$ cat src/mam_settings.svh
// Debug memory access settings
`ifndef MAM_SETTINGS_SVH
`define MAM_SETTINGS_SVH

////////////////////////////////////////
// Bus widths
////////////////////////////////////////

// Byte address width on every Wishbone port
`define MAM_AW 32

// Data width, one word per access
`define MAM_DW 32

////////////////////////////////////////
// Memory
////////////////////////////////////////

// Depth of the RAM slave in words
// Word indices at or above this value get err
`define MAM_MEM_WORDS 256

`endif

$ cat src/mam_pkg.sv
// Debug memory access types
`include "mam_settings.svh"

package mam_pkg;

  ////////////////////////////////////////
  // Wishbone classic cycle
  ////////////////////////////////////////

  // Master side of one classic single cycle
  typedef struct packed {
    logic                      cyc;
    logic                      stb;
    logic                      we;
    logic [`MAM_DW/8-1:0]      sel;
    logic [`MAM_AW-1:0]        adr;
    logic [`MAM_DW-1:0]        dat;
  } wb_req_t;

  // Slave side, no retry
  typedef struct packed {
    logic                      ack;
    logic                      err;
    logic [`MAM_DW-1:0]        dat;
  } wb_rsp_t;

  ////////////////////////////////////////
  // Debug host words
  ////////////////////////////////////////

  // Opcodes in the header word
  localparam logic [1:0] DBG_OP_READ  = 2'b01;
  localparam logic [1:0] DBG_OP_WRITE = 2'b10;

  // Header word, opcode in the top bits
  typedef struct packed {
    logic [1:0]                opcode;
    logic                      we;
    logic [3:0]                sel;
    logic [24:0]               rsvd;
  } dbg_hdr_t;

  // One host word, seen as header or as plain address/data
  typedef union packed {
    dbg_hdr_t                  hdr;
    logic [`MAM_DW-1:0]        raw;
  } dbg_word_u;

  // Fully assembled debug request, no bus control
  typedef struct packed {
    logic                      we;
    logic [`MAM_DW/8-1:0]      sel;
    logic [`MAM_AW-1:0]        adr;
    logic [`MAM_DW-1:0]        dat;
  } mam_req_t;

endpackage

$ cat src/mam_wb_master.sv
// Debug Wishbone master
`timescale 1ns/1ps
`include "mam_settings.svh"

module mam_wb_master
  import mam_pkg::*;
(
  input  logic               wb_in_clk_i,
  input  logic               wb_in_rst_i,
  input  logic               req_valid_i,
  input  mam_req_t           req_i,
  input  wb_rsp_t            wb_rsp_i,
  output logic               req_take_o,
  output wb_req_t            wb_req_o,
  output logic               rsp_valid_o,
  output logic [`MAM_DW-1:0] rdata_o,
  output logic               err_o
);

  typedef enum logic {
    ST_IDLE,
    ST_CYCLE
  } mst_state_e;

  mst_state_e         state_q;
  mam_req_t           hold_q;
  logic               bus_done;
  logic               rsp_valid_q;
  logic               err_q;
  logic [`MAM_DW-1:0] rdata_q;

  // Take a request only when the bus is free
  assign req_take_o = (state_q == ST_IDLE) & req_valid_i;

  // Slave ends the cycle
  assign bus_done = wb_rsp_i.ack | wb_rsp_i.err;

  ////////////////////////////////////////
  // Cycle engine
  ////////////////////////////////////////

  always_ff @(posedge wb_in_clk_i) begin
    if (wb_in_rst_i) begin
      state_q     <= ST_IDLE;
      rsp_valid_q <= 1'b0;
      err_q       <= 1'b0;
    end else begin
      // Response strobe lasts one cycle
      rsp_valid_q <= 1'b0;
      case (state_q)
        ST_IDLE: begin
          if (req_take_o) begin
            state_q <= ST_CYCLE;
          end
        end
        ST_CYCLE: begin
          if (bus_done) begin
            state_q     <= ST_IDLE;
            rsp_valid_q <= 1'b1;
            err_q       <= wb_rsp_i.err;
          end
        end
        default: state_q <= ST_IDLE;
      endcase
    end
  end

  // Request fields held for the whole cycle
  always_ff @(posedge wb_in_clk_i) begin
    if (req_take_o) begin
      hold_q <= req_i;
    end
    if (state_q == ST_CYCLE && bus_done) begin
      rdata_q <= wb_rsp_i.dat;
    end
  end

  // cyc and stb together, one single cycle per request
  always_comb begin
    wb_req_o.cyc = (state_q == ST_CYCLE);
    wb_req_o.stb = (state_q == ST_CYCLE);
    wb_req_o.we  = hold_q.we;
    wb_req_o.sel = hold_q.sel;
    wb_req_o.adr = hold_q.adr;
    wb_req_o.dat = hold_q.dat;
  end

  assign rsp_valid_o = rsp_valid_q;
  assign rdata_o     = rdata_q;
  assign err_o       = err_q;

endmodule

$ cat config.mk
export PLATFORM = sky130hd
export DESIGN_NAME = mam_wb_master
export DESIGN_NICKNAME = d
export VERILOG_FILES = /design/src/mam_pkg.sv /design/src/mam_wb_master.sv
export VERILOG_INCLUDE_DIRS = /design/src
export SDC_FILE = /design/constraint.sdc
export NUM_CORES = 1
export LEC_CHECK = 0
export ABC_AREA = 1
export BUFFER_PORTS_ARGS = -buffer_cell sky130_fd_sc_hd__buf_2
export CAP_MARGIN = 20
export CORE_MARGIN = 10
export CORE_UTILIZATION = 44
export CTS_CLUSTER_SIZE = 16
export DETAILED_ROUTE_END_ITERATION = 8
export PLACE_DENSITY = 0.95
export SLEW_MARGIN = 20
export SYNTH_ARGS = -nofsm -noshare
export SYNTH_HDL_FRONTEND = slang
export SYNTH_SLANG_ARGS = --single-unit
export TNS_END_PERCENT = 1
$ cat constraint.sdc
create_clock -name wb_in_clk_i -period 9.3 [get_ports wb_in_clk_i]
set_input_delay 0.93 -clock wb_in_clk_i [delete_from_list [all_inputs] [get_ports wb_in_clk_i]]
set_output_delay 0.93 -clock wb_in_clk_i [all_outputs]
set_load 0.1 [all_outputs]
# [Word-level counts from Yosys, hierarchy flattened]
# Cells that the tools add are included.
[word_totals] output_inout_bits=106 ff_bits=104
[op_classes] n_reduce_logical=3 muxes=4 bitwise_logic=3
[op_table] cell="$mux W1" n=3
[op_table] cell="$pmux W1 S2" n=1
[op_table] cell="$reduce_and A2 Y1" n=1
[op_table] cell="$reduce_or A2 Y1" n=1
[op_table] cell="$and A1 B1 Y1" n=1
[op_table] cell="$logic_and A1 B1 Y1" n=1
[op_table] cell="$not A1 Y1" n=1
[op_table] cell="$or A1 B1 Y1" n=1

# [Depth between registers and ports, before layout]
# Gate-level depths: netlist of the first run.
[depth] word_depth=4 depth_mapped=3 ltp_nobuf=3

# [Least setup slack after synthesis of the first run]
# OpenSTA, ideal clock, no wires.
[synth_path] path_type="input -> output" from="input port req_valid_i" to="output port req_take_o" cell_stages=2 slack_ps=3283 required_time_ps=8370 t_arrival_ps=5087 path_cell_list="inv_1 -> nor2_1"
[synth_via] elab_chain_cells=1
[synth_rtl] item="from (decl)" line="mam_wb_master.sv:10" text="input logic req_valid_i,"
[synth_rtl] item="$and A1 B1 Y1" line="mam_wb_master.sv:33" text="assign req_take_o = (state_q == ST_IDLE) & req_valid_i;"
[synth_rtl] item="to (decl)" line="mam_wb_master.sv:13" text="output logic req_take_o,"
# Every way passes these cells.

# [Worst setup path after layout of the first run]
# Ends and elaborated chain as after synthesis.

==> results.toml, run 1 <==
[clock_network]
cts_setup_buffers = 0
clockBufferDepth = 2
hold_buffers = 0
cts_buffers = 9
cts_tree = "built"
cts.htree.levels = 3
clk_pin_slew_ns = 0.09
clock_sinks = 104
cts_resized = 0
clock_latency_ns = 0.34
clockRootBuffer = "clkbuf_8"

[timing]
setup_viol = 0
whs_ns = 0.4786
finalCritPeriodShare = 0.3564
max_freq_mhz = 301.7
tns_ns = 0
final.min_clock_period_ns = 3.315
worst_slack_ns = 5.985
worst_pin_slew_ns = 0.8229
finClkSkew_ns = 0.007066
timing.slew.headroom = 0.4514
rsz0062_at_grt = "false"
drv_slew = 0
hold_viol = 0

[worst_hold_path]
hold_path.class = "reg -> reg"

[finish]
final_common_cell = "buf_2"
drive_gt1_frac = 0.6667
area.growth.synth_to_final_pct = 42.52
final_nets = 447
mostFrequentLayoutCells = "buf_2 (211), edfxtp_1 (101), clkbuf_8 (9)"
fillCellCount = 511
utilization = 0.6540

[grt]
antenna_found_initial = 1
track_usage = 0.1551
grt_pass1_wl_mm = 12.86
grt_max_degree = 71
grt_pass1_vias = 2265
gr-total-overflow = 0

[detailed_routing]
routed_wirelength_mm = 8.951
vias = 1967
drt-wirelength-per-cell_um = 20.25
final_antenna_net_count = 0
vias_per_cell = 4.450
drtIter0Drc = 101
drtPass1Iterations = 4
drc = 0

[critical_path]
crit_start = "req_valid_i"
crit_fanout = 70
critPathCaptureType = "output port"
cp_data_required_time_ns = 8.37
start_kind = "input port"
reg2reg_to = "wb_req_o[60]$_DFFE_PP_"
cp-endpoint = "req_take_o"
worstPathArrival_ns = 2.38
reg2reg_from = "state_q$_SDFF_PP0_"
r2r_setup_slack_ns = 7.72
path_class = "in -> out"
ff2ff_path_depth = 2

[floorplan]
die_area_sq_um = 11000
die_h_um = 104.9
num_io_pins = 212
rows = 30
start_util = 0.4589
core_sq_um = 6907
dieWidth_um = 104.9

[place]
dp_hpwl_mm = 7.434
finalWeightedCongestion = 0.7959
pre_cts_slack_ns = 5.960
port_buffers = 211

[synthesis]
ys_ff_latch = 104
syn_nets = 225
syn_area_per_cell_sq_um = 26.63
synthCells = 119
seq_area_frac_synth = 0.9759
ys_types = 11
netlist_area_sq_um = 3169
yosys_warnings = 0

[outcome]
status = "completed"

[power_and_ir_drop]
peakVddDrop_mv = 0.1115
p_total_mw = 1.044
p_leak_nw = 1.944
power_density_nw_per_um2 = 231.2

[run]
max_cap_violations = 0
==> cells by family (layout without fill, tap and decap cells) <==
logic type,after synthesis,after routing,share of synthesized area
compound gates,1,1,0.001578
buf+inv,5,231,0.008289
flops,104,104,0.9759
other cells,0,1,0
simple gates,9,9,0.01421
==> through the flow <==
| step | cells | instance area (sq um) |
|---|---|---|
| final | 442 | 4517 |
| after global routing | 441 | 4514 |
| after CTS | 441 | 4514 |
| after detailed placement | 426 | 4353 |
| after global placement | 426 | 4353 |
| after floorplan | 119 | 3169 |
==> state kept, by name (all words and copies together) (netlist names) <==
register,cells
wb_req_o,69
rsp_valid_o,1
state_q,1
rdata_o,32
err_o,1
==> worst min path at each step <==
stage / startpoint / to / slack, ns / cells after the start
6_report: err_o$_SDFFE_PP0P_ / err_o$_SDFFE_PP0P_ / 0.48 / 2
5_1_grt: err_o$_SDFFE_PP0P_ / err_o$_SDFFE_PP0P_ / 0.52 / 2
4_1_cts: err_o$_SDFFE_PP0P_ / err_o$_SDFFE_PP0P_ / 0.48 / 2
3_5_place_dp: err_o$_SDFFE_PP0P_ / err_o$_SDFFE_PP0P_ / 0.46 / 2
3_3_place_gp: err_o$_SDFFE_PP0P_ / err_o$_SDFFE_PP0P_ / 0.45 / 2
2_1_floorplan: state_q$_SDFF_PP0_ / err_o$_SDFFE_PP0P_ / 0.52 / 2
==> synthesized netlist by cell type (all sizes together) <==
cell type  instances  area, sq um
nand3              2        10.01
nand2              1        3.750
nor2               5        21.27
nor3               1        10.01
buf                2        15.01
inv                3        11.26
edfxtp           101         3033
o21ai              1        5.000
dfxtp              3        60.06
==> area by class of cell <==
cell class / count / area [sq um] / share of cell area
antenna: 1 / 2.502 / 0.0005540
clock inverter: 5 / 33.78 / 0.007479
tap: 96 / 120.1 / 0.02659
sequential: 104 / 3093 / 0.6848
multi-input combinational: 10 / 57.56 / 0.01274
clock buffer: 10 / 127.6 / 0.02825
timing repair buffer: 213 / 1071 / 0.2371
inverter: 3 / 11.26 / 0.002493
==> report_power, final <==
group / switching, mW / leakage [nW] / internal, mW
clock network: 0.137 / 0.0802 / 0.0960
registers: 0.00707 / 0.983 / 0.547
logic: 0.223 / 0.880 / 0.0337
==> layer usage <==
layer,vias up,GRT usage,routed length [um]
li1,908,-,-
met1,903,0.1568,3087
met2,145,0.2709,4560
met3,11,0.07801,1215
met4,0,0.05294,87
met5,-,0,0
==> worst max-delay path: stages <==
cell and delay [ns]:
buf_2 0.09, inv_1 0.05, nor2_4 0.07, buf_4 0.64, buf_2 0.56
No activity file was read; power rests on OpenSTA's default activity.
==> run 2: changes to the inputs <==
- ABC_AREA: 1 -> 0
- CORE_UTILIZATION: 44 -> 41
- PLACE_DENSITY: 0.95 -> 0.9
- clock period: 9.3 -> 3.5 ns (I/O delays scaled with it)
==> run 2 against run 1 <==
Net effect: final area up 0.47%; power rose to 2.6 times the previous value; sequential cell count unchanged; wire length down 5.0%; area after synthesis up 0.28%; synthesized cell count down 4.2%; die area up 6.1%; via count down 1.4%; register-to-register slack worse by 6.0 ns; combinational power up 150%; worst hold slack worse by 0.31 ns; final cell count up 0.45%; critical path type is now reg -> out; critical endpoint unchanged.
==> results.toml, run 2 <==
[power_and_ir_drop]
p_leak_nw = 1.940
power_density_nw_per_um2 = 602.9
peakVddDrop_mv = 0.2581

[synthesis]
syn_nets = 220
netlist.area_leader.share = 0.9543
synthAdderAreaFrac = 0
syn_area_per_cell_sq_um = 27.88
synthFlopType = "edfxtp_1"
synth_mux_area_frac = 0
seq_area_frac_synth = 0.9732
synth_top_family_by_area = "simple AND/OR/NAND/NOR gates"
netlist_area_sq_um = 3178
synthTopCellsByCount = "edfxtp_1 (101), dfxtp_1 (3), buf_4 (2)"
yosys.area_share.simple = 0.01142
synth_top_area_cell = "edfxtp_1"
yosys_warnings = 0
ys_types = 11
synth-xor-area-share = 0
synth-async-reset-ratio = 0
synthTopCellsByArea = "edfxtp_1 (95%), dfxtp_1 (1.9%), buf_4 (0.47%)"
synth_edf_count = 101
synth_most_common_cell = "edfxtp_1"
synth_compound_area_frac = 0.01063
synthCells = 114
ys_ff_latch = 104

[critical_path]
start_kind = "register"
cp-endpoint = "req_take_o"
path_class = "reg -> out"
ff2ff_path_depth = 2
crit_start = "state_q$_SDFF_PP0_"
critPathCaptureType = "output port"
worstPathArrival_ns = 1.65
r2r_setup_slack_ns = 1.72
crit_fanout = 15
cp_data_required_time_ns = 3.15
reg2reg_from = "state_q$_SDFF_PP0_"
reg2reg_to = "wb_req_o[1]$_DFFE_PP_"

[detailed_routing]
drtIter0Drc = 72
vias_per_cell = 4.367
vias = 1939
drc = 0
met1_length_mm = 2.837
drtPass1Iterations = 4
routed_wirelength_mm = 8.501
final_antenna_net_count = 0
wl_met3_mm = 1.461
wl_met2_mm = 4.077
maxUsedRoutingLayer = "met4"
drt-wirelength-per-cell_um = 19.15

[grt]
gr-total-overflow = 0
grt_max_degree = 58
track_usage = 0.1376
grt_pass1_vias = 2102
antenna_found_initial = 2
grt_pass1_wl_mm = 11.92

[timing]
tns_ns = 0
setup_viol = 0
finalCritPeriodShare = 0.5706
finClkSkew_ns = 0.006226
drv_slew = 0
timing.slew.headroom = 0.5180
rsz0062_at_grt = "false"
max_freq_mhz = 500.7
final.min_clock_period_ns = 1.997
hold_viol = 0
worst_pin_slew_ns = 0.7230

[worst_hold_path]
hold_path.class = "in -> reg"

[finish]
drive_gt1_frac = 0.6765
mostFrequentLayoutCells = "buf_2 (211), edfxtp_1 (101), clkbuf_8 (9)"
area.growth.synth_to_final_pct = 42.80
utilization = 0.5934
fillCellCount = 611
seq_area_sq_um = 3093
largest_reg_flops = 69
final_common_cell = "buf_2"
final_nets = 441
multi_input_area_sq_um = 77.57

[clock_network]
clockRootBuffer = "clkbuf_8"
clock_latency_ns = 0.35
cts_setup_buffers = 0
cts_buffers = 9
clk_pin_slew_ns = 0.10
cts_resized = 0
clock_sinks = 104
clockBufferDepth = 2
cts_tree = "built"
cts.htree.levels = 3
hold_buffers = 0

[floorplan]
num_io_pins = 212
die_area_sq_um = 11670
core_sq_um = 7647
dieWidth_um = 108.0
die_h_um = 108.0
rows = 32
start_util = 0.4156

[place]
port_buffers = 211
finalWeightedCongestion = 0.7997
dp_hpwl_mm = 7.131

[outcome]
status = "completed"

[run]
max_cap_violations = 0
## run 2: cell types whose count changed after synthesis, sizes merged
cell	previous run	this run
o21ai	1	0
nor3b	0	1
nor2b	0	2
inv	3	0
nor3	1	0
o21ba	0	1
a21oi	0	1
nor2	5	0
a21bo	0	1
o21a	0	1
nand3	2	0
## run 2: cell families (layout without fill, tap and decap cells)
family / Yosys count / after routing
other: 0 / 2
buffers and inverters: 2 / 228
AO/OA/AOI/OAI: 4 / 4
flip-flops: 104 / 104
AND/OR/NAND/NOR: 4 / 4
## run 2: worst min-delay path by stage
stage	from	endpoint	slack, ns	cells past startpoint
after floorplan	wb_in_rst_i	rsp_valid_o$_SDFF_PP0_	0.41	1
after global placement	wb_rsp_i[28]	rdata_o[28]$_DFFE_PP_	0.53	1
after detailed placement	req_i[3]	wb_req_o[3]$_DFFE_PP_	0.53	1
after CTS	req_i[3]	wb_req_o[3]$_DFFE_PP_	0.15	1
after global routing	req_i[49]	wb_req_o[49]$_DFFE_PP_	0.14	1
final	req_i[3]	wb_req_o[3]$_DFFE_PP_	0.17	1
## run 2: layer usage
metal,GRT usage,vias up
li1,-,898
met1,0.1367,877
met2,0.2250,152
met3,0.09042,12
met4,0.05344,0
met5,0,-
## run 2: final cells by class
cell class,count,share of cell area
well taps,102,0.02812
repair buffers,212,0.2344
clock buffers,10,0.02812
multi-input cells,8,0.01709
clock inverters,6,0.009650
flip-flops and latches,104,0.6816
diodes,2,0.001103
## run 2: worst max-delay path, stage by stage, from the launching register on
cell	delay, ns
dfxtp_1	0.39
nor2b_4	0.38
buf_2	0.53
## run 2: power breakdown
| part | internal, mW | total, mW | switching [mW] |
|---|---|---|---|
| registers | 1.44 | 1.46 | 0.0163 |
| clock network | 0.263 | 0.644 | 0.381 |
| logic | 0.0865 | 0.631 | 0.545 |
## run 2: through the flow
stage | total power [mW] | hold WS [ns] | instance area (sq um) | cells | setup WS, ns
floorplan | 1.996 | 0.4143 | 3181 | 114 | 0.1212
global placement | 2.116 | 0.5261 | 4362 | 426 | 1.650
detailed placement | 2.127 | 0.5281 | 4362 | 426 | 1.637
CTS | 2.766 | 0.1487 | 4533 | 442 | 1.459
global route | 2.842 | 0.1409 | 4533 | 442 | 1.403
finish | 2.736 | 0.1692 | 4538 | 444 | 1.503
