`config.mk`:
```
export PLATFORM = sky130hd
export DESIGN_NAME = mam_cmd_decoder
export DESIGN_NICKNAME = d
export VERILOG_FILES = /design/src/mam_pkg.sv /design/src/mam_cmd_decoder.sv
export VERILOG_INCLUDE_DIRS = /design/src
export SDC_FILE = /design/constraint.sdc
export NUM_CORES = 1
export LEC_CHECK = 0
export ABC_AREA = 1
export BUFFER_PORTS_ARGS = -buffer_cell sky130_fd_sc_hd__buf_2
export CORE_ASPECT_RATIO = 0.75
export CORE_MARGIN = 3
export CORE_UTILIZATION = 55
export CTS_CLUSTER_SIZE = 30
export DETAILED_ROUTE_END_ITERATION = 10
export PLACE_DENSITY = 0.8
export SYNTH_ARGS = -nofsm -noshare
export SYNTH_HDL_FRONTEND = slang
export SYNTH_SLANG_ARGS = --single-unit
```
`constraint.sdc`:
```
create_clock -name wb_in_clk_i -period 5.8 [get_ports wb_in_clk_i]
set_clock_uncertainty 0.05 [all_clocks]
set_input_delay 0.87 -clock wb_in_clk_i [delete_from_list [all_inputs] [get_ports wb_in_clk_i]]
set_output_delay 0.87 -clock wb_in_clk_i [all_outputs]
set_load 0.005 [all_outputs]
```
`src/mam_settings.svh`:
```
// Debug memory access settings
`ifndef MAM_SETTINGS_SVH
`define MAM_SETTINGS_SVH

////////////////////////////////////////
// Bus widths
////////////////////////////////////////

// Byte address width on every Wishbone port
`define MAM_AW 32

// Data width, one word per access
`define MAM_DW 32

////////////////////////////////////////
// Memory
////////////////////////////////////////

// Depth of the RAM slave in words
// Word indices at or above this value get err
`define MAM_MEM_WORDS 256

`endif

```
`src/mam_pkg.sv`:
```
// Debug memory access types
`include "mam_settings.svh"

package mam_pkg;

  ////////////////////////////////////////
  // Wishbone classic cycle
  ////////////////////////////////////////

  // Master side of one classic single cycle
  typedef struct packed {
    logic                      cyc;
    logic                      stb;
    logic                      we;
    logic [`MAM_DW/8-1:0]      sel;
    logic [`MAM_AW-1:0]        adr;
    logic [`MAM_DW-1:0]        dat;
  } wb_req_t;

  // Slave side, no retry
  typedef struct packed {
    logic                      ack;
    logic                      err;
    logic [`MAM_DW-1:0]        dat;
  } wb_rsp_t;

  ////////////////////////////////////////
  // Debug host words
  ////////////////////////////////////////

  // Opcodes in the header word
  localparam logic [1:0] DBG_OP_READ  = 2'b01;
  localparam logic [1:0] DBG_OP_WRITE = 2'b10;

  // Header word, opcode in the top bits
  typedef struct packed {
    logic [1:0]                opcode;
    logic                      we;
    logic [3:0]                sel;
    logic [24:0]               rsvd;
  } dbg_hdr_t;

  // One host word, seen as header or as plain address/data
  typedef union packed {
    dbg_hdr_t                  hdr;
    logic [`MAM_DW-1:0]        raw;
  } dbg_word_u;

  // Fully assembled debug request, no bus control
  typedef struct packed {
    logic                      we;
    logic [`MAM_DW/8-1:0]      sel;
    logic [`MAM_AW-1:0]        adr;
    logic [`MAM_DW-1:0]        dat;
  } mam_req_t;

endpackage

```
`src/mam_cmd_decoder.sv`:
```
// Debug command decoder
`timescale 1ns/1ps

module mam_cmd_decoder
  import mam_pkg::*;
(
  input  logic      wb_in_clk_i,
  input  logic      wb_in_rst_i,
  input  logic      dbg_valid_i,
  input  dbg_word_u dbg_word_i,
  input  logic      req_take_i,
  output logic      dbg_busy_o,
  output logic      req_valid_o,
  output mam_req_t  req_o
);

  // Position of the next expected host word
  typedef enum logic [1:0] {
    ST_HDR,
    ST_ADR,
    ST_DAT
  } word_state_e;

  word_state_e state_q;
  word_state_e state_d;
  mam_req_t    cmd_q;
  mam_req_t    cmd_d;
  logic        cmd_done;
  logic        hdr_ok;
  logic        word_stb;
  logic        out_free;
  logic        pend_q;
  logic        out_valid_q;
  mam_req_t    out_q;

  // Words are dropped while a finished command waits
  assign word_stb = dbg_valid_i & ~pend_q;

  // Output slot can be loaded this cycle
  assign out_free = ~out_valid_q | req_take_i;

  // Opcode and we bit have to agree
  assign hdr_ok = ((dbg_word_i.hdr.opcode == DBG_OP_READ) & ~dbg_word_i.hdr.we) |
                  ((dbg_word_i.hdr.opcode == DBG_OP_WRITE) & dbg_word_i.hdr.we);

  ////////////////////////////////////////
  // Word collection
  ////////////////////////////////////////

  always_comb begin
    state_d  = state_q;
    cmd_d    = cmd_q;
    cmd_done = 1'b0;
    if (word_stb) begin
      case (state_q)
        ST_HDR: begin
          // Invalid header is ignored, stay here
          if (hdr_ok) begin
            cmd_d.we  = dbg_word_i.hdr.we;
            cmd_d.sel = dbg_word_i.hdr.sel;
            cmd_d.dat = '0;
            state_d   = ST_ADR;
          end
        end
        ST_ADR: begin
          cmd_d.adr = dbg_word_i.raw;
          if (cmd_q.we) begin
            state_d = ST_DAT;
          end else begin
            // Read is complete after the address
            state_d  = ST_HDR;
            cmd_done = 1'b1;
          end
        end
        ST_DAT: begin
          cmd_d.dat = dbg_word_i.raw;
          state_d   = ST_HDR;
          cmd_done  = 1'b1;
        end
        default: state_d = ST_HDR;
      endcase
    end
  end

  ////////////////////////////////////////
  // Output register and pending slot
  ////////////////////////////////////////

  always_ff @(posedge wb_in_clk_i) begin
    if (wb_in_rst_i) begin
      state_q     <= ST_HDR;
      pend_q      <= 1'b0;
      out_valid_q <= 1'b0;
    end else begin
      state_q <= state_d;
      if (out_free) begin
        // Either a fresh command or the parked one moves out
        out_valid_q <= cmd_done | pend_q;
        pend_q      <= 1'b0;
      end else if (cmd_done) begin
        pend_q <= 1'b1;
      end
    end
  end

  always_ff @(posedge wb_in_clk_i) begin
    cmd_q <= cmd_d;
    if (out_free && cmd_done) begin
      out_q <= cmd_d;
    end else if (out_free && pend_q) begin
      out_q <= cmd_q;
    end
  end

  // Busy only while a complete command is parked
  assign dbg_busy_o  = pend_q;
  assign req_valid_o = out_valid_q;
  assign req_o       = out_q;

endmodule

```
---- Word level (Yosys, flattened, before mapping) ----
Cells that the tools add are included.
word-level totals
  register bits ........................... 142
  output and inout bits ................... 71
operators by class
  equality and inequality tests ........... 5
  mux-type cells .......................... 14
  bitwise logic cells ..................... 9
  reductions and logical operators ........ 6
operators by type and width
  kind                                           number
  two-way mux 69 bit                             3
  two-way mux 32 bit                             2
  one-hot mux 32 bit (2 select lines)            1
  two-way mux 5 bit                              2
  == test 2 x 1 -> 1 bit, second input constant  2
  == test 2 bit, second input constant           2
  two-way mux 2 bit                              2
  one-hot mux 2 bit (2 select lines)             1
  bitwise AND 1 bit                              3
  inverter 1 bit                                 3
  OR 1 bit                                       3
  logical AND 1 bit                              2
  zero test 2 bit                                1
  two-way mux 1 bit                              2
  != test 2 bit, second input constant           1
  one-hot mux 1 bit (2 select lines)             1
  AND reduction 2 bit                            1
  nonzero test 2 bit                             1
  OR reduction 2 bit                             1

---- Depth between registers and ports, before layout ----
  word-level depth ........................ 7
  mapped depth ............................ 11
  depth with buffers taken out ............ 10

---- Worst setup path before layout ----
Ideal clock, no wire load.
  path type ............................... input to register
  start point ............................. in dbg_valid_i
  end point ............................... reg out_q (netlist bit req_o[0]), enable pin
  arrival ................................. 4.143 ns
  setup slack ............................. 1.110 ns
  stages on the path ...................... 6
  buffers on the path ..................... 0
  cells stage by stage .................... nand2_2 inv_2 nand3_2 nand2_1 inv_1 nor2_1
on the way
  word-level cells in the longest chain between the ends .. 4
ends and longest elaborated chain
  item                                 RTL line                source
  start: declaration                   mam_cmd_decoder.sv:9    input logic dbg_valid_i,
  bitwise AND 1 bit                    mam_cmd_decoder.sv:37   assign word_stb = dbg_valid_i & ~pend_q;
  two-way mux 1 bit                    mam_cmd_decoder.sv:54   if (word_stb) begin
  logical AND 1 bit                    mam_cmd_decoder.sv:108  if (out_free && cmd_done) begin
  nonzero test 2 bit (no source line)  n/a
  end signal: assignment               mam_cmd_decoder.sv:109  out_q <= cmd_d;
  end signal: assignment               mam_cmd_decoder.sv:111  out_q <= cmd_q;
  end: declaration                     mam_cmd_decoder.sv:34   mam_req_t out_q;
Every way passes these cells.
A chain may end at the register's enable or synchronous reset.

---- Worst setup path in the final report ----
  start point ............................. reg state_q[1]
  end point ............................... reg out_q (netlist bit req_o[40]), enable pin
on the way
  word-level cells in the longest chain between the ends .. 5
  elaborated cells on any way between the ends .. 6
  classes of those cells .................. 2 x eq/ne; 2 x mux; 2 x reduce/logical
ends and longest elaborated chain
  item                                                            RTL line                source
  start: declaration                                              mam_cmd_decoder.sv:24   word_state_e state_q;
  start signal: assignment                                        mam_cmd_decoder.sv:95   state_q <= state_d;
  == test 2 bit / == test 2 x 1 -> 1 bit (equally long branches)  mam_cmd_decoder.sv:55   case (state_q)
  one-hot mux 1 bit (2 select lines) *                            mam_cmd_decoder.sv:55
  two-way mux 1 bit *                                             mam_cmd_decoder.sv:54
  logical AND 1 bit *                                             mam_cmd_decoder.sv:108
  nonzero test 2 bit (no source line) *                           n/a
Every way passes the cells marked *; elsewhere a longest branch is shown, timed or not.

==> impl_metrics.xml <==
<?xml version="1.0" encoding="UTF-8"?>
<metrics>
  <group name="run_status">
    <metric name="outcome" unit="">finished clean</metric>
  </group>
  <group name="clock_network">
    <metric name="tritoncts_clock_tree" unit="">yes</metric>
    <metric name="cts.path.max_buffers" unit="">2</metric>
    <metric name="clock_sink_total" unit="">142</metric>
    <metric name="postCtsSetupRepairBufs" unit="">0</metric>
    <metric name="cts_root_buf" unit="">clkbuf_16</metric>
    <metric name="cts-resized-gates" unit="">0</metric>
    <metric name="cts.clk_slew.worst_paths" unit="ns">0.06</metric>
    <metric name="cts_hold_buf" unit="">0</metric>
    <metric name="cts-buffers-inserted" unit="">17</metric>
    <metric name="htree_levels" unit="">4</metric>
    <metric name="clock_insertion_delay_worst_skew" unit="ns">0.41</metric>
  </group>
  <group name="worst_hold_path">
    <metric name="min-delay-path-class" unit="">flop to flop</metric>
    <metric name="hold-path-endpoint" unit="">cmd_q[16]</metric>
    <metric name="worstHoldStart" unit="">cmd_q[16]</metric>
    <metric name="number_of_stages_on_the_worst_hold_path" unit="">2</metric>
  </group>
  <group name="setup_path">
    <metric name="startpoint_to_endpoint_class_of_the_critical_path" unit="">flop to flop</metric>
    <metric name="critical_path.reg2reg.startpoint" unit="">state_q[1]</metric>
    <metric name="ff2ff_setup_slack" unit="ns">3.00</metric>
    <metric name="critical_path.startpoint_type" unit="">flop</metric>
    <metric name="r2r_cells" unit="">9</metric>
    <metric name="critical_path.slowest_cell" unit="">nor2_4</metric>
    <metric name="worst_ep_arrival_time" unit="ns">2.81</metric>
    <metric name="slowest_stage_delay_cp" unit="ns">0.78</metric>
    <metric name="crit_chain" unit="">inv_1 -&gt; ha_1 -&gt; inv_2 -&gt; o21ai_1 -&gt; nand3_2 -&gt; nand2_1 -&gt; inv_1 -&gt; nor2_4 -&gt; buf_4</metric>
    <metric name="worstPathMaxFanout" unit="">38</metric>
    <metric name="dominant_cell_type_by_count_on_the_critical_path" unit="">inv_1</metric>
    <metric name="critical_path_required" unit="ns">5.81</metric>
    <metric name="cp-end-kind" unit="">flop</metric>
    <metric name="crit-reg2reg-capture" unit="">req_o[40]</metric>
  </group>
  <group name="floorplanning">
    <metric name="die_height" unit="um">92.4</metric>
    <metric name="core.rowCount" unit="">30</metric>
    <metric name="initial_core_util" unit="%">58.5</metric>
    <metric name="i_o_pin_count" unit="">107</metric>
    <metric name="core" unit="sq um">9350</metric>
    <metric name="die_width" unit="um">121</metric>
    <metric name="floorplan.die_area" unit="sq um">11200</metric>
  </group>
  <group name="timing">
    <metric name="rsz0062_at_grt" unit="">false</metric>
    <metric name="timing.fmax" unit="MHz">357</metric>
    <metric name="final_hold_viol_count" unit="">0</metric>
    <metric name="timing.final.crit_period" unit="ns">2.80</metric>
    <metric name="layout_setup_ws" unit="ns">3.00</metric>
    <metric name="tightestPinTransition" unit="ns">1.21</metric>
    <metric name="final_max_slew_viol_count" unit="">0</metric>
    <metric name="finalCritPeriodShare" unit="%">48.3</metric>
    <metric name="hold-worst-slack" unit="ns">0.421</metric>
    <metric name="setup_violations" unit="">0</metric>
    <metric name="setup_tns" unit="ns">0</metric>
    <metric name="relSlewSlack" unit="%">18.9</metric>
  </group>
  <group name="logic_synthesis">
    <metric name="fraction_of_synthesized_cell_area_taken_by_the_top_area_cell_type" unit="%">37.9</metric>
    <metric name="syn_area_per_cell" unit="sq um">9.11</metric>
    <metric name="synth.lib_cells_used.distinct" unit="">21</metric>
    <metric name="syn-instance-count" unit="">600</metric>
    <metric name="ys.warnings.count" unit="">0</metric>
    <metric name="yosysTopAreaCell" unit="">edfxtp_1</metric>
    <metric name="area_of_the_mapped_netlist" unit="sq um">5470</metric>
    <metric name="ys_seq_elements" unit="">142</metric>
    <metric name="synth_nets" unit="">639</metric>
    <metric name="synth_area_leaders" unit="">edfxtp_1 (38%), dfxtp_1 (27%), nand2_1 (20%), o21ai_0 (4.1%), inv_1 (3.2%)</metric>
    <metric name="yosysSeqAreaShare" unit="%">64.6</metric>
  </group>
  <group name="routing">
    <metric name="via_to_cell_ratio" unit="">5.08</metric>
    <metric name="detail_routed_net_length_per_standard_cell" unit="um">14.2</metric>
    <metric name="drtPass1Iterations" unit="">5</metric>
    <metric name="ant_nets" unit="">0</metric>
    <metric name="detail_route.drc_violations" unit="">0</metric>
    <metric name="drt-total-wl" unit="um">12000</metric>
    <metric name="drt-initial-drc-count" unit="">410</metric>
    <metric name="vias" unit="">4283</metric>
  </group>
  <group name="global_routing">
    <metric name="largest_net_degree_at_the_start_of_global_routing" unit="">58</metric>
    <metric name="grt_pass1_vias" unit="">4074</metric>
    <metric name="antenna_violations_before_repair" unit="">0</metric>
    <metric name="grt_first_pass_wirelength" unit="um">19200</metric>
    <metric name="grt_remaining_overflow" unit="">0</metric>
    <metric name="grt.total_usage" unit="%">22.1</metric>
  </group>
  <group name="placement">
    <metric name="placer_s_final_routability_congestion_estimate" unit="">0.781</metric>
    <metric name="buffer_ports.inserted" unit="">106</metric>
    <metric name="dpl-instance-area" unit="sq um">6040</metric>
    <metric name="hpwl_after_detailed_placement" unit="um">7760</metric>
    <metric name="dp_worst_setup_slack" unit="ns">2.59</metric>
    <metric name="place.detailed.instances" unit="">811</metric>
  </group>
  <group name="power">
    <metric name="p_comb_share" unit="%">9.2</metric>
    <metric name="static-leakage-power" unit="nW">2.98</metric>
    <metric name="power.sequential.fraction" unit="%">47.2</metric>
    <metric name="net-switching-power" unit="uW">582</metric>
    <metric name="p_sw_share" unit="%">22.9</metric>
    <metric name="irDropWorstVdd" unit="V">0.000200</metric>
    <metric name="p_int" unit="mW">1.97</metric>
    <metric name="power_per_cell_area" unit="nW/um^2">383</metric>
    <metric name="power_frac_clock" unit="%">43.6</metric>
  </group>
  <group name="final_layout">
    <metric name="final_cell_count_no_fill" unit="">843</metric>
    <metric name="finish.net_count" unit="">741</metric>
    <metric name="antenna_cells" unit="">0</metric>
    <metric name="nFillCells" unit="">681</metric>
    <metric name="post_route_cells_drive_above_1_share" unit="%">20.6</metric>
    <metric name="area_growth_syn_to_layout" unit="%">21.5</metric>
    <metric name="final_common_cell" unit="">nand2_1</metric>
    <metric name="most-common-layout-cells" unit="">nand2_1 (287), buf_2 (106), dfxtp_1 (73)</metric>
    <metric name="post-route-cell-area" unit="sq um">6640</metric>
  </group>
  <group name="flow_run">
    <metric name="drv.max_cap_violation_count" unit="">0</metric>
  </group>
</metrics>
[power groups by stage]
| stage | Combinational [mW] | Sequential [mW] | Clock (mW) |
|---|---|---|---|
| 6_report | 0.234 | 1.20 | 1.11 |
| 5_1_grt | 0.269 | 1.21 | 1.16 |
| 4_1_cts | 0.233 | 1.20 | 1.12 |
| 3_5_place_dp | 0.230 | 1.22 | 0 |
| 3_3_place_gp | 0.212 | 1.22 | 0 |
| 2_1_floorplan | 0.168 | 1.21 | 0 |
[Yosys cell counts]
master      n
buf_4       4
inv_1      46
o21ai_1    18
dfxtp_1    73
nor2_4      2
inv_2       4
nor2_1      4
nand3_2     1
o21ai_0    45
nor3_1      1
nand2_2     1
nand3_1    11
ha_1        3
and2_1      5
a21oi_1     4
nand2_1   287
edfxtp_1   69
clkbuf_2    1
buf_6       3
clkbuf_1    5
buf_2      13
[cells by family (layout without fill, tap and decap cells)]
logic type                 after synthesis  count (layout)  synth area share (%)
AOI/OAI and AO/OA                       67              67                  6.13
and+or+nand+nor                        312             312                  22.4
buffers and inverters                   76             191                  6.22
DFF                                    142             142                  64.6
adders and majority gates                3               3                 0.686
[flip-flops by register name, indices dropped and copies added, names as in the netlist]
name,count
cmd_q,69
dbg_busy_o,1
req_o,69
req_valid_o,1
state_q,2
[worst max-delay path by stage]
| stage | from | to | slack (ns) | cells after the start |
|---|---|---|---|---|
| global placement | dbg_valid_i | req_o[7] | 2.63 | 8 |
| floorplan | dbg_valid_i | req_o[0] | 1.11 | 6 |
| global route | state_q[1] | req_o[19] | 2.78 | 9 |
| detailed placement | dbg_valid_i | req_o[7] | 2.59 | 8 |
| CTS | state_q[1] | req_o[40] | 2.96 | 9 |
| finish | state_q[1] | req_o[40] | 3.00 | 9 |
[worst max-delay path, delay by kind of cell, from the launching register on]
family / cells / cell delay [ns]
AOI/OAI and AO/OA: 1 / 0.14
adders and majority gates: 1 / 0.17
buffers and inverters: 4 / 0.75
DFF: 1 / 0.33
and+or+nand+nor: 3 / 0.98
[metal layers]
metal | global-route usage [%] | vias up | share of wire, % | wire length [um]
met2 | 34.9 | 191 | 46 | 5570
li1 | - | 2113 | - | -
met1 | 29.3 | 1958 | 43 | 5120
met5 | 0 | - | 0 | 0
met3 | 6.53 | 21 | 9.2 | 1110
met4 | 7.84 | 0 | 1.6 | 193
[cell type report]
type                       count  area, sq um  share of cell area [%]
sequential                   142         3530                    53.2
tap                          128          160                    2.41
timing repair buffer         109          553                    8.32
clock buffer                  19          433                    6.52
inverter                      50          188                    2.82
clock inverter                13          171                    2.58
multi-input combinational    382         1610                    24.2
[stage by stage]
stage	utilization, %	total power, mW
2_1_floorplan	-	1.38
3_3_place_gp	64.6	1.43
3_5_place_dp	64.6	1.45
4_1_cts	71.1	2.55
5_1_grt	71.1	2.64
6_report	71.1	2.55
Note: power is estimated with default switching activity, not from simulation.
