## src/mam_settings.svh

```systemverilog
// Debug memory access settings
`ifndef MAM_SETTINGS_SVH
`define MAM_SETTINGS_SVH

////////////////////////////////////////
// Bus widths
////////////////////////////////////////

// Byte address width on every Wishbone port
`define MAM_AW 32

// Data width, one word per access
`define MAM_DW 32

////////////////////////////////////////
// Memory
////////////////////////////////////////

// Depth of the RAM slave in words
// Word indices at or above this value get err
`define MAM_MEM_WORDS 256

`endif

```

## src/mam_pkg.sv

```systemverilog
// Debug memory access types
`include "mam_settings.svh"

package mam_pkg;

  ////////////////////////////////////////
  // Wishbone classic cycle
  ////////////////////////////////////////

  // Master side of one classic single cycle
  typedef struct packed {
    logic                      cyc;
    logic                      stb;
    logic                      we;
    logic [`MAM_DW/8-1:0]      sel;
    logic [`MAM_AW-1:0]        adr;
    logic [`MAM_DW-1:0]        dat;
  } wb_req_t;

  // Slave side, no retry
  typedef struct packed {
    logic                      ack;
    logic                      err;
    logic [`MAM_DW-1:0]        dat;
  } wb_rsp_t;

  ////////////////////////////////////////
  // Debug host words
  ////////////////////////////////////////

  // Opcodes in the header word
  localparam logic [1:0] DBG_OP_READ  = 2'b01;
  localparam logic [1:0] DBG_OP_WRITE = 2'b10;

  // Header word, opcode in the top bits
  typedef struct packed {
    logic [1:0]                opcode;
    logic                      we;
    logic [3:0]                sel;
    logic [24:0]               rsvd;
  } dbg_hdr_t;

  // One host word, seen as header or as plain address/data
  typedef union packed {
    dbg_hdr_t                  hdr;
    logic [`MAM_DW-1:0]        raw;
  } dbg_word_u;

  // Fully assembled debug request, no bus control
  typedef struct packed {
    logic                      we;
    logic [`MAM_DW/8-1:0]      sel;
    logic [`MAM_AW-1:0]        adr;
    logic [`MAM_DW-1:0]        dat;
  } mam_req_t;

endpackage

```

## src/mam_adapter_wb.sv

```systemverilog
// Debug and CPU Wishbone arbiter
`timescale 1ns/1ps

module mam_adapter_wb
  import mam_pkg::*;
(
  input  logic    wb_in_clk_i,
  input  logic    wb_in_rst_i,
  // CPU port
  input  wb_req_t cpu_req_i,
  output wb_rsp_t cpu_rsp_o,
  // Debug master port
  input  wb_req_t mam_req_i,
  output wb_rsp_t mam_rsp_o,
  // Toward the memory
  output wb_req_t mem_req_o,
  input  wb_rsp_t mem_rsp_i
);

  // Arbiter states, debug side has priority
  typedef enum logic [1:0] {
    ARB_IDLE,
    ARB_MAM,
    ARB_CPU
  } arb_state_e;

  arb_state_e arb_q;
  arb_state_e arb_d;
  logic       access_cpu;

  ////////////////////////////////////////
  // Arbitration
  ////////////////////////////////////////

  always_comb begin
    arb_d = ARB_IDLE;
    case (arb_q)
      ARB_IDLE: begin
        // Debug wins a tie
        if (mam_req_i.cyc) begin
          arb_d = ARB_MAM;
        end else if (cpu_req_i.cyc) begin
          arb_d = ARB_CPU;
        end
      end
      ARB_MAM: begin
        if (mam_req_i.cyc) begin
          arb_d = ARB_MAM;
        end
      end
      ARB_CPU: begin
        // A started CPU cycle runs to its end
        if (cpu_req_i.cyc) begin
          arb_d = ARB_CPU;
        end else if (mam_req_i.cyc) begin
          arb_d = ARB_MAM;
        end
      end
      default: arb_d = ARB_IDLE;
    endcase
  end

  // Select flag registered next to the state
  // so the mux is driven straight from a flop
  always_ff @(posedge wb_in_clk_i) begin
    if (wb_in_rst_i) begin
      arb_q      <= ARB_IDLE;
      access_cpu <= 1'b0;
    end else begin
      arb_q      <= arb_d;
      access_cpu <= (arb_d == ARB_CPU);
    end
  end

  ////////////////////////////////////////
  // Request and response steering
  ////////////////////////////////////////

  // Debug lines pass when the CPU is not selected
  assign mem_req_o = access_cpu ? cpu_req_i : mam_req_i;

  // Other side sees ack, err and data at zero
  assign cpu_rsp_o = access_cpu ? mem_rsp_i : '0;
  assign mam_rsp_o = access_cpu ? '0 : mem_rsp_i;

endmodule

```

## config.mk

```make
export PLATFORM = sky130hd
export DESIGN_NAME = mam_adapter_wb
export DESIGN_NICKNAME = d
export VERILOG_FILES = /design/src/mam_pkg.sv /design/src/mam_adapter_wb.sv
export VERILOG_INCLUDE_DIRS = /design/src
export SDC_FILE = /design/constraint.sdc
export NUM_CORES = 1
export LEC_CHECK = 0
export BUFFER_PORTS_ARGS = -buffer_cell sky130_fd_sc_hd__buf_2
export CAP_MARGIN = 20
export CORE_AREA = 2 2 124 126
export CTS_BUF_LIST = sky130_fd_sc_hd__clkbuf_8
export CTS_CLUSTER_DIAMETER = 40
export DETAILED_ROUTE_END_ITERATION = 16
export DIE_AREA = 0 0 126 128
export GPL_TIMING_DRIVEN = 0
export HOLD_SLACK_MARGIN = 0.15
export SLEW_MARGIN = 10
export SYNTH_ARGS = -nofsm -noshare
export SYNTH_HDL_FRONTEND = slang
export SYNTH_SLANG_ARGS = --single-unit
```

## constraint.sdc

```tcl
create_clock -name wb_in_clk_i -period 1.5 [get_ports wb_in_clk_i]
set_input_delay 0.3 -clock wb_in_clk_i [delete_from_list [all_inputs] [get_ports wb_in_clk_i]]
set_output_delay 0.3 -clock wb_in_clk_i [all_outputs]
set_load 0.05 [all_outputs]
```

* After elaboration in Yosys (flattened, before gate mapping)
Cells that the tools add are included.
** Word-level totals
- Register bits :: 3
- Input port bits :: 178
- Output and inout port bits :: 139
- Word-level logic and storage cells :: 14
** Operators by class
- Eq/ne operators :: 3
- Muxes and demuxes :: 8
- Reductions and logical operators :: 1
** Operator list (count)
- $mux 71 :: 1
- $mux 34 :: 2
- $mux 2 :: 3
- $pmux 2 s3 :: 1
- $eq 2x2->1 const B :: 2
- $eq 2x1->1 const B :: 1
- $logic_not 2->1 :: 1
- $mux 1 :: 1

* Depth between registers and ports, before layout
Gate-level depths: netlist (run 1).
- Depth after elaboration :: 4
- Mapped depth :: 3
- Depth with buffers taken out :: 2

* Least setup slack after synthesis (run 1)
Ideal clock, no wire load.
- Path kind :: register to output
- Start :: register access_cpu
- End :: output port mam_rsp_o[27] (netlist name)
- Arrival :: 1347 ps
- Required time :: 1200 ps
- Slack :: -147 ps
- Stages on the path, launching flop included :: 4
- Path buffers :: 2
- Path through :: dfxtp_1 -> buf_2 -> buf_2 -> nor2b_1
** RTL lines
- from (decl) :: RTL line mam_adapter_wb.sv:29 : logic access_cpu;
- from (signal assigned) :: RTL line mam_adapter_wb.sv:71 : access_cpu <= (arb_d == ARB_CPU);
- to (decl) :: RTL line mam_adapter_wb.sv:14 : output wb_rsp_t mam_rsp_o,

==> impl_metrics.env, run 1 <==
export IMPL_outcome="complete, but fails checks"
export IMPL_violations="negative setup slack"
export IMPL_report_final_slew_viol_count=0
export IMPL_gp_congestion=0.828
export IMPL_reg2reg_to="arb_q[1]$_SDFF_PP0_"
export IMPL_yosys_cell_types_count=12
export IMPL_use_met3_pct=1.92
export IMPL_leakage_nw=2.60
export IMPL_end_kind="output pin"
export IMPL_critPathKind="flip-flop to output pin"
export IMPL_r2r_start="arb_q[1]$_SDFF_PP0_"
export IMPL_grt_pass1_wl_mm=14.0
export IMPL_hold_class="input port to flip-flop"
export IMPL_finalWirelength_mm=11.8
export IMPL_dr_pass1_iters=4
export IMPL_clk_latency_ns=0.21
export IMPL_pin_count=317
export IMPL_antenna_found_initial=0
export IMPL_grt_max_degree=12
export IMPL_cts_made_buffers=3
export IMPL_cts_tree="done"
export IMPL_wl_per_cell_um=17.2
export IMPL_core_mm2=0.0149
export IMPL_fillers=1479
export IMPL_design_area_mm2=0.00507
export IMPL_std_cell_rows=45
export IMPL_p_per_area_mw_per_mm2=500
export IMPL_vias=2596
export IMPL_drive_above_1_share_pct=97.2
export IMPL_postCtsHoldBufs=0
export IMPL_hold_viol_final=0
export IMPL_synthToLayoutAreaGrowth_pct=255
export IMPL_initial_core_util_pct=9.60
export IMPL_synth_area_mm2=0.00143
export IMPL_hpwl_mm=8.69
export IMPL_fin_worst_skew_ns=0.000378
export IMPL_antenna_left=0
export IMPL_vdd_ir_drop_max_mv=0.311
export IMPL_use_met1_pct=13.2
export IMPL_grtUsageTotal_pct=11.2
export IMPL_power_total_mw=2.53
export IMPL_maxCapViolCount=0
export IMPL_max_freq_ghz=0.583
export IMPL_hold_end="access_cpu$_SDFF_PP0_"
export IMPL_diodes=0
export IMPL_path_clk_slew_ns=0.03
export IMPL_reg2reg_slack_ns=0.75
export IMPL_cts_buffer_depth=2
export IMPL_fin_nets=676
export IMPL_hp_start="wb_in_rst_i"
export IMPL_die_area_mm2=0.0161
export IMPL_fp_dieH_um=128
export IMPL_cp_required_ns=1.20
export IMPL_tightest_slew_ns=0.269
export IMPL_drc=0
export IMPL_placedInstanceArea_mm2=0.00325
export IMPL_rsz0062_at_grt="yes"
export IMPL_cp_start_kind="flip-flop"
export IMPL_fin_crit_ns=1.72
export IMPL_finalSetupViolCount=136
export IMPL_syn_nets=340
export IMPL_fin_util_pct=34.1
export IMPL_dieWidth_um=126
export IMPL_crit_arrival_ns=1.42
export IMPL_busiest_layer="met2"
export IMPL_ys_ff_latch=3
export IMPL_vias_per_cell=3.79
export IMPL_drt_iter0_drc=44
export IMPL_fin_crit_sh_pct=114
export IMPL_clock_sinks=3
export IMPL_portBuffers=316
export IMPL_syn_avg_cell_area_um2=8.81
export IMPL_synth_seq_area_share_pct=4.21
export IMPL_worst_slack_ns=-0.216
export IMPL_cts_root_buffer="clkbuf_8"
export IMPL_holdPathStages=2
export IMPL_overflow=0
export IMPL_reg2reg_depth=2
export IMPL_yosys_warnings=0
export IMPL_grt_pass1_vias=2468
export IMPL_synthCells=162
export IMPL_htree_levels=1
export IMPL_relSlewSlack_pct=81.8
export IMPL_path_max_fanout=10
export IMPL_use_met2_pct=21.9
-- per-layer routing --
layer | part of all wire (%) | up-vias
li1 | - | 1220
met1 | 37 | 1206
met4 | 0.32 | 0
met5 | 0 | -
met2 | 55 | 166
met3 | 7.7 | 4
-- how the worst max path moves through the flow --
stage                                startpoint            end
after floorplan           access_cpu$_SDFF_PP0_  mam_rsp_o[27]
after global placement    access_cpu$_SDFF_PP0_  cpu_rsp_o[29]
after detailed placement  access_cpu$_SDFF_PP0_  cpu_rsp_o[24]
after CTS                 access_cpu$_SDFF_PP0_  mem_req_o[45]
after global routing      access_cpu$_SDFF_PP0_  mem_req_o[24]
final                     access_cpu$_SDFF_PP0_  mem_req_o[30]
-- synth_stat cells --
cell type / n / area, um2
o21ai_0: 1 / 5.00
mux2_1: 10 / 113
buf_2: 6 / 30.0
mux2_2: 61 / 687
and2_1: 34 / 213
and3b_1: 1 / 8.76
nor4b_1: 2 / 17.5
buf_6: 5 / 56.3
clkbuf_1: 3 / 11.3
buf_4: 1 / 7.51
dfxtp_1: 3 / 60.1
nor2b_1: 35 / 219
-- critical path, cell delays in order, from the launching register on --
cell and delay (ns):
dfxtp_4 0.38, buf_12 0.15, buf_8 0.14, mux2_2 0.36
buf_6 0.16
-- through the flow --
stage | hold slack (ns) | cells | worst slack (ns) | setup TNS, ns
floorplan | 0.379 | 162 | -0.147 | -3.48
global placement | 0.443 | 666 | -0.245 | -17.35
detailed placement | 0.448 | 666 | -0.217 | -15.35
CTS | 0.266 | 675 | -0.244 | -22.59
global route | 0.268 | 685 | -0.259 | -26.53
finish | 0.272 | 685 | -0.216 | -20.67
-- cell families (layout without fill, tap and decap cells) --
group                  Yosys count  count (layout)  share of synthesized area (%)
AND/OR/NAND/NOR                 72              72                           32.1
multiplexers                    71              71                           56.0
buffers and inverters           15             350                           7.36
flip-flops                       3               3                           4.21
AO/OA/AOI/OAI                    1               1                          0.350
-- sequential cells by signal, summed over array words and instances (netlist names) --
register / count
arb_q: 2
access_cpu: 1
-- report_power, final --
group	leakage [nW]	switching, mW	internal [mW]
clock network	0.0269	0.0526	0.174
registers	0.0254	0.00456	0.0835
logic	2.55	1.26	0.959
total	2.60	1.31	1.22
-- cells in the final DEF (no fill, tap or decap), types with 3 or more instances in the layout --
cell type and instances:
clkbuf_8 3, clkbuf_16 5, and2_1 3, buf_12 11
buf_2 187, mux2_2 53, mux2_1 3, buf_8 45
nor2b_4 32, mux2_4 15, and2_4 31, buf_6 93
buf_4 3
-- cell type report --
cell class,count,area [um2],share of cell area (%)
Multi-Input combinational cell,144,1640,32.4
Tap cell,188,235,4.64
Sequential cell,3,63.8,1.26
Buffer,15,265,5.23
Timing Repair Buffer,331,2820,55.6
Clock buffer,3,41.3,0.815
Clock inverter,1,3.75,0.0741
-- timing repair --
action / in CTS / in global routing
buffers inserted: 3 / 4
gates cloned: 2 / 6
endpoints found under the setup margin: 132 / 138
resized for setup: 286 / 185
Power figures use the tool's default switching activity.
==> run 2: changes to the inputs <==
--- a/config.mk
+++ b/config.mk
@@ -15,7 +15,7 @@
 export DIE_AREA = 0 0 126 128
 export GPL_TIMING_DRIVEN = 0
 export HOLD_SLACK_MARGIN = 0.15
-export SLEW_MARGIN = 10
+export PLACE_DENSITY_LB_ADDON = 0.2
 export SYNTH_ARGS = -nofsm -noshare
 export SYNTH_HDL_FRONTEND = slang
 export SYNTH_SLANG_ARGS = --single-unit
==> run 2 against run 1 <==
  * The run still ends with negative setup slack left
  * Largest cell class unchanged
  * Critical path depth unchanged
  * Final area is 6.3% lower
  * Non-clock buffer count down 6
  * Critical endpoint is now mem_req_o[24]
  * Global-route usage is 0.19 points higher
  * Cell count is 0.58% lower
  * Clock power barely moved
  * Routed wire length down 7.2%
  * Power is 5.1% lower
  * Register-to-register slack improved by 0.05 ns
  * Fmax grew 1.2%
  * Hold slack better by 0.0019 ns
  * Via count decreased by 1.8%
==> impl_metrics.env, run 2 (synthesis gave the netlist of run 1 again) <==
export IMPL_drt_iter0_drc=45
export IMPL_clock_sinks=3
export IMPL_critical_path_depth=4
export IMPL_drc=0
export IMPL_crit_chain="buf_12 -> buf_12 -> mux2_2 -> buf_6"
export IMPL_path_delay_family="buffers and inverters"
export IMPL_hold_viol_final=0
export IMPL_rsz0062_at_grt="yes"
export IMPL_vias_per_cell=3.74
export IMPL_pin_count=317
export IMPL_power_frac_clock_pct=9.4
export IMPL_cts_root_buffer="clkbuf_8"
export IMPL_htree_levels=1
export IMPL_holdPathStages=2
export IMPL_crit_arrival_ns=1.40
export IMPL_synthToLayoutAreaGrowth_pct=233
export IMPL_path_max_fanout=10
export IMPL_initial_core_util_pct=9.60
export IMPL_antenna_found_initial=2
export IMPL_dr_pass1_iters=4
export IMPL_multi_input_area_mm2=0.00156
export IMPL_pwr_share_comb_pct=86.9
export IMPL_hold_class="input port to flip-flop"
export IMPL_slowest_stage="dfxtp_4"
export IMPL_design_area_mm2=0.00475
export IMPL_hpwl_mm=8.56
export IMPL_netSwitchingPower_mw=1.27
export IMPL_std_cell_rows=45
export IMPL_pre_cts_ws_ns=-0.354
export IMPL_fin_util_pct=31.9
export IMPL_wl_per_cell_um=16.1
export IMPL_vdd_ir_drop_max_mv=0.252
export IMPL_overflow=0
export IMPL_p_per_area_mw_per_mm2=506
export IMPL_intPower_mw=1.13
export IMPL_p_sw_share_pct=52.8
export IMPL_finalWirelength_mm=10.9
export IMPL_postCtsHoldBufs=0
export IMPL_antenna_left=0
export IMPL_cp_slowest_stage_delay_ns=0.36
export IMPL_pwr_share_seq_pct=3.6
export IMPL_fillers=1535
export IMPL_reg_top3="arb_q: 2 flops, access_cpu: 1 flops"
export IMPL_report_final_slew_viol_count=0
export IMPL_layout_common_cells="buf_2 (202), buf_6 (73), mux2_2 (51)"
export IMPL_layout_commonest_cell="buf_2"
export IMPL_leakage_nw=2.45
export IMPL_cts_tree="done"
export IMPL_worst_slack_ns=-0.195
export IMPL_drive_above_1_share_pct=95.5
export IMPL_crit_buf_inv=3
export IMPL_die_area_mm2=0.0161
export IMPL_grt_max_degree=11
export IMPL_grt_pass1_vias=2603
export IMPL_largest_reg_flops=2
export IMPL_fp_dieH_um=128
export IMPL_fin_nets=670
export IMPL_portBuffers=316
export IMPL_max_freq_ghz=0.590
export IMPL_gp_congestion=0.777
export IMPL_finalSetupViolCount=125
export IMPL_clk_latency_ns=0.21
export IMPL_critPathKind="flip-flop to output pin"
export IMPL_dieWidth_um=126
export IMPL_seqCellArea_um2=63.8
export IMPL_reg2reg_depth=2
export IMPL_grtUsageTotal_pct=11.4
export IMPL_path_common_cell="buf_12"
export IMPL_fin_crit_ns=1.70
export IMPL_cts_made_buffers=3
export IMPL_cp_required_ns=1.20
export IMPL_cts_buffer_depth=2
export IMPL_whs_ns=0.274
export IMPL_grt_pass1_wl_mm=14.7
export IMPL_end_kind="output pin"
export IMPL_maxCapViolCount=0
export IMPL_violations="negative setup slack"
export IMPL_largest_register="arb_q"
export IMPL_path_clk_slew_ns=0.03
export IMPL_fin_worst_skew_ns=0.00200
export IMPL_placedInstanceArea_mm2=0.00325
export IMPL_outcome="complete, but fails checks"
export IMPL_cp_start_kind="flip-flop"
export IMPL_fin_tns_setup_ns=-16.69
export IMPL_fin_crit_sh_pct=113
export IMPL_vias=2550
export IMPL_tightest_slew_ns=0.262
export IMPL_core_mm2=0.0149
export IMPL_relSlewSlack_pct=82.7
[run 2: changes by cell type in the layout (fill, tap and decap cells not counted), sizes merged]
cell and change:
buf -10, clkbuf +4, diode +2
[run 2: final cells by class]
class,count,area share [%]
Timing Repair Buffer,325,54.3
Multi-Input combinational cell,144,32.9
Sequential cell,3,1.34
Clock inverter,1,0.0791
Clock buffer,3,0.870
Buffer,15,5.40
Tap cell,188,4.96
Antenna cell,2,0.105
[run 2: layer usage]
layer,up-vias,routed length [um],GRT usage (%)
li1,1215,-,-
met1,1170,4090,13.8
met3,4,948,2.38
met2,161,5820,21.3
met5,-,0,0
met4,0,84,1.68
[run 2: worst paths after layout]
check                        startpoint                     to  slack (ns)
setup reg to reg    arb_q[1]$_SDFF_PP0_  access_cpu$_SDFF_PP0_        0.80
hold / removal              wb_in_rst_i  access_cpu$_SDFF_PP0_        0.27
hold reg to reg     arb_q[0]$_SDFF_PP0_  access_cpu$_SDFF_PP0_        0.44
setup / recovery  access_cpu$_SDFF_PP0_          mem_req_o[24]       -0.20
[run 2: worst register-to-register path, cell delays in order (launching register included)]
cell     delay, ns
dfxtp_1       0.32
nor2b_1       0.06
nor4b_1       0.22
[run 2: metrics by stage]
stage | total power, mW | cells
after floorplan | 1.19 | 162
after global placement | 1.69 | 666
after detailed placement | 1.69 | 666
after CTS | 2.35 | 675
after global routing | 2.50 | 681
final | 2.40 | 681
[run 2: power groups by stage]
| stage | Combinational (mW) | Sequential [mW] | Clock (mW) |
|---|---|---|---|
| after CTS | 2.03 | 0.0879 | 0.233 |
| after global placement | 1.60 | 0.0880 | 0 |
| final | 2.09 | 0.0871 | 0.226 |
| after global routing | 2.17 | 0.0879 | 0.245 |
| after detailed placement | 1.60 | 0.0881 | 0 |
| after floorplan | 1.11 | 0.0873 | 0 |
[run 2: repair_timing]
item,CTS,global route
setup buffers,1,1
cloned,4,4
resized for setup,347,42
setup endpoints to repair,139,137
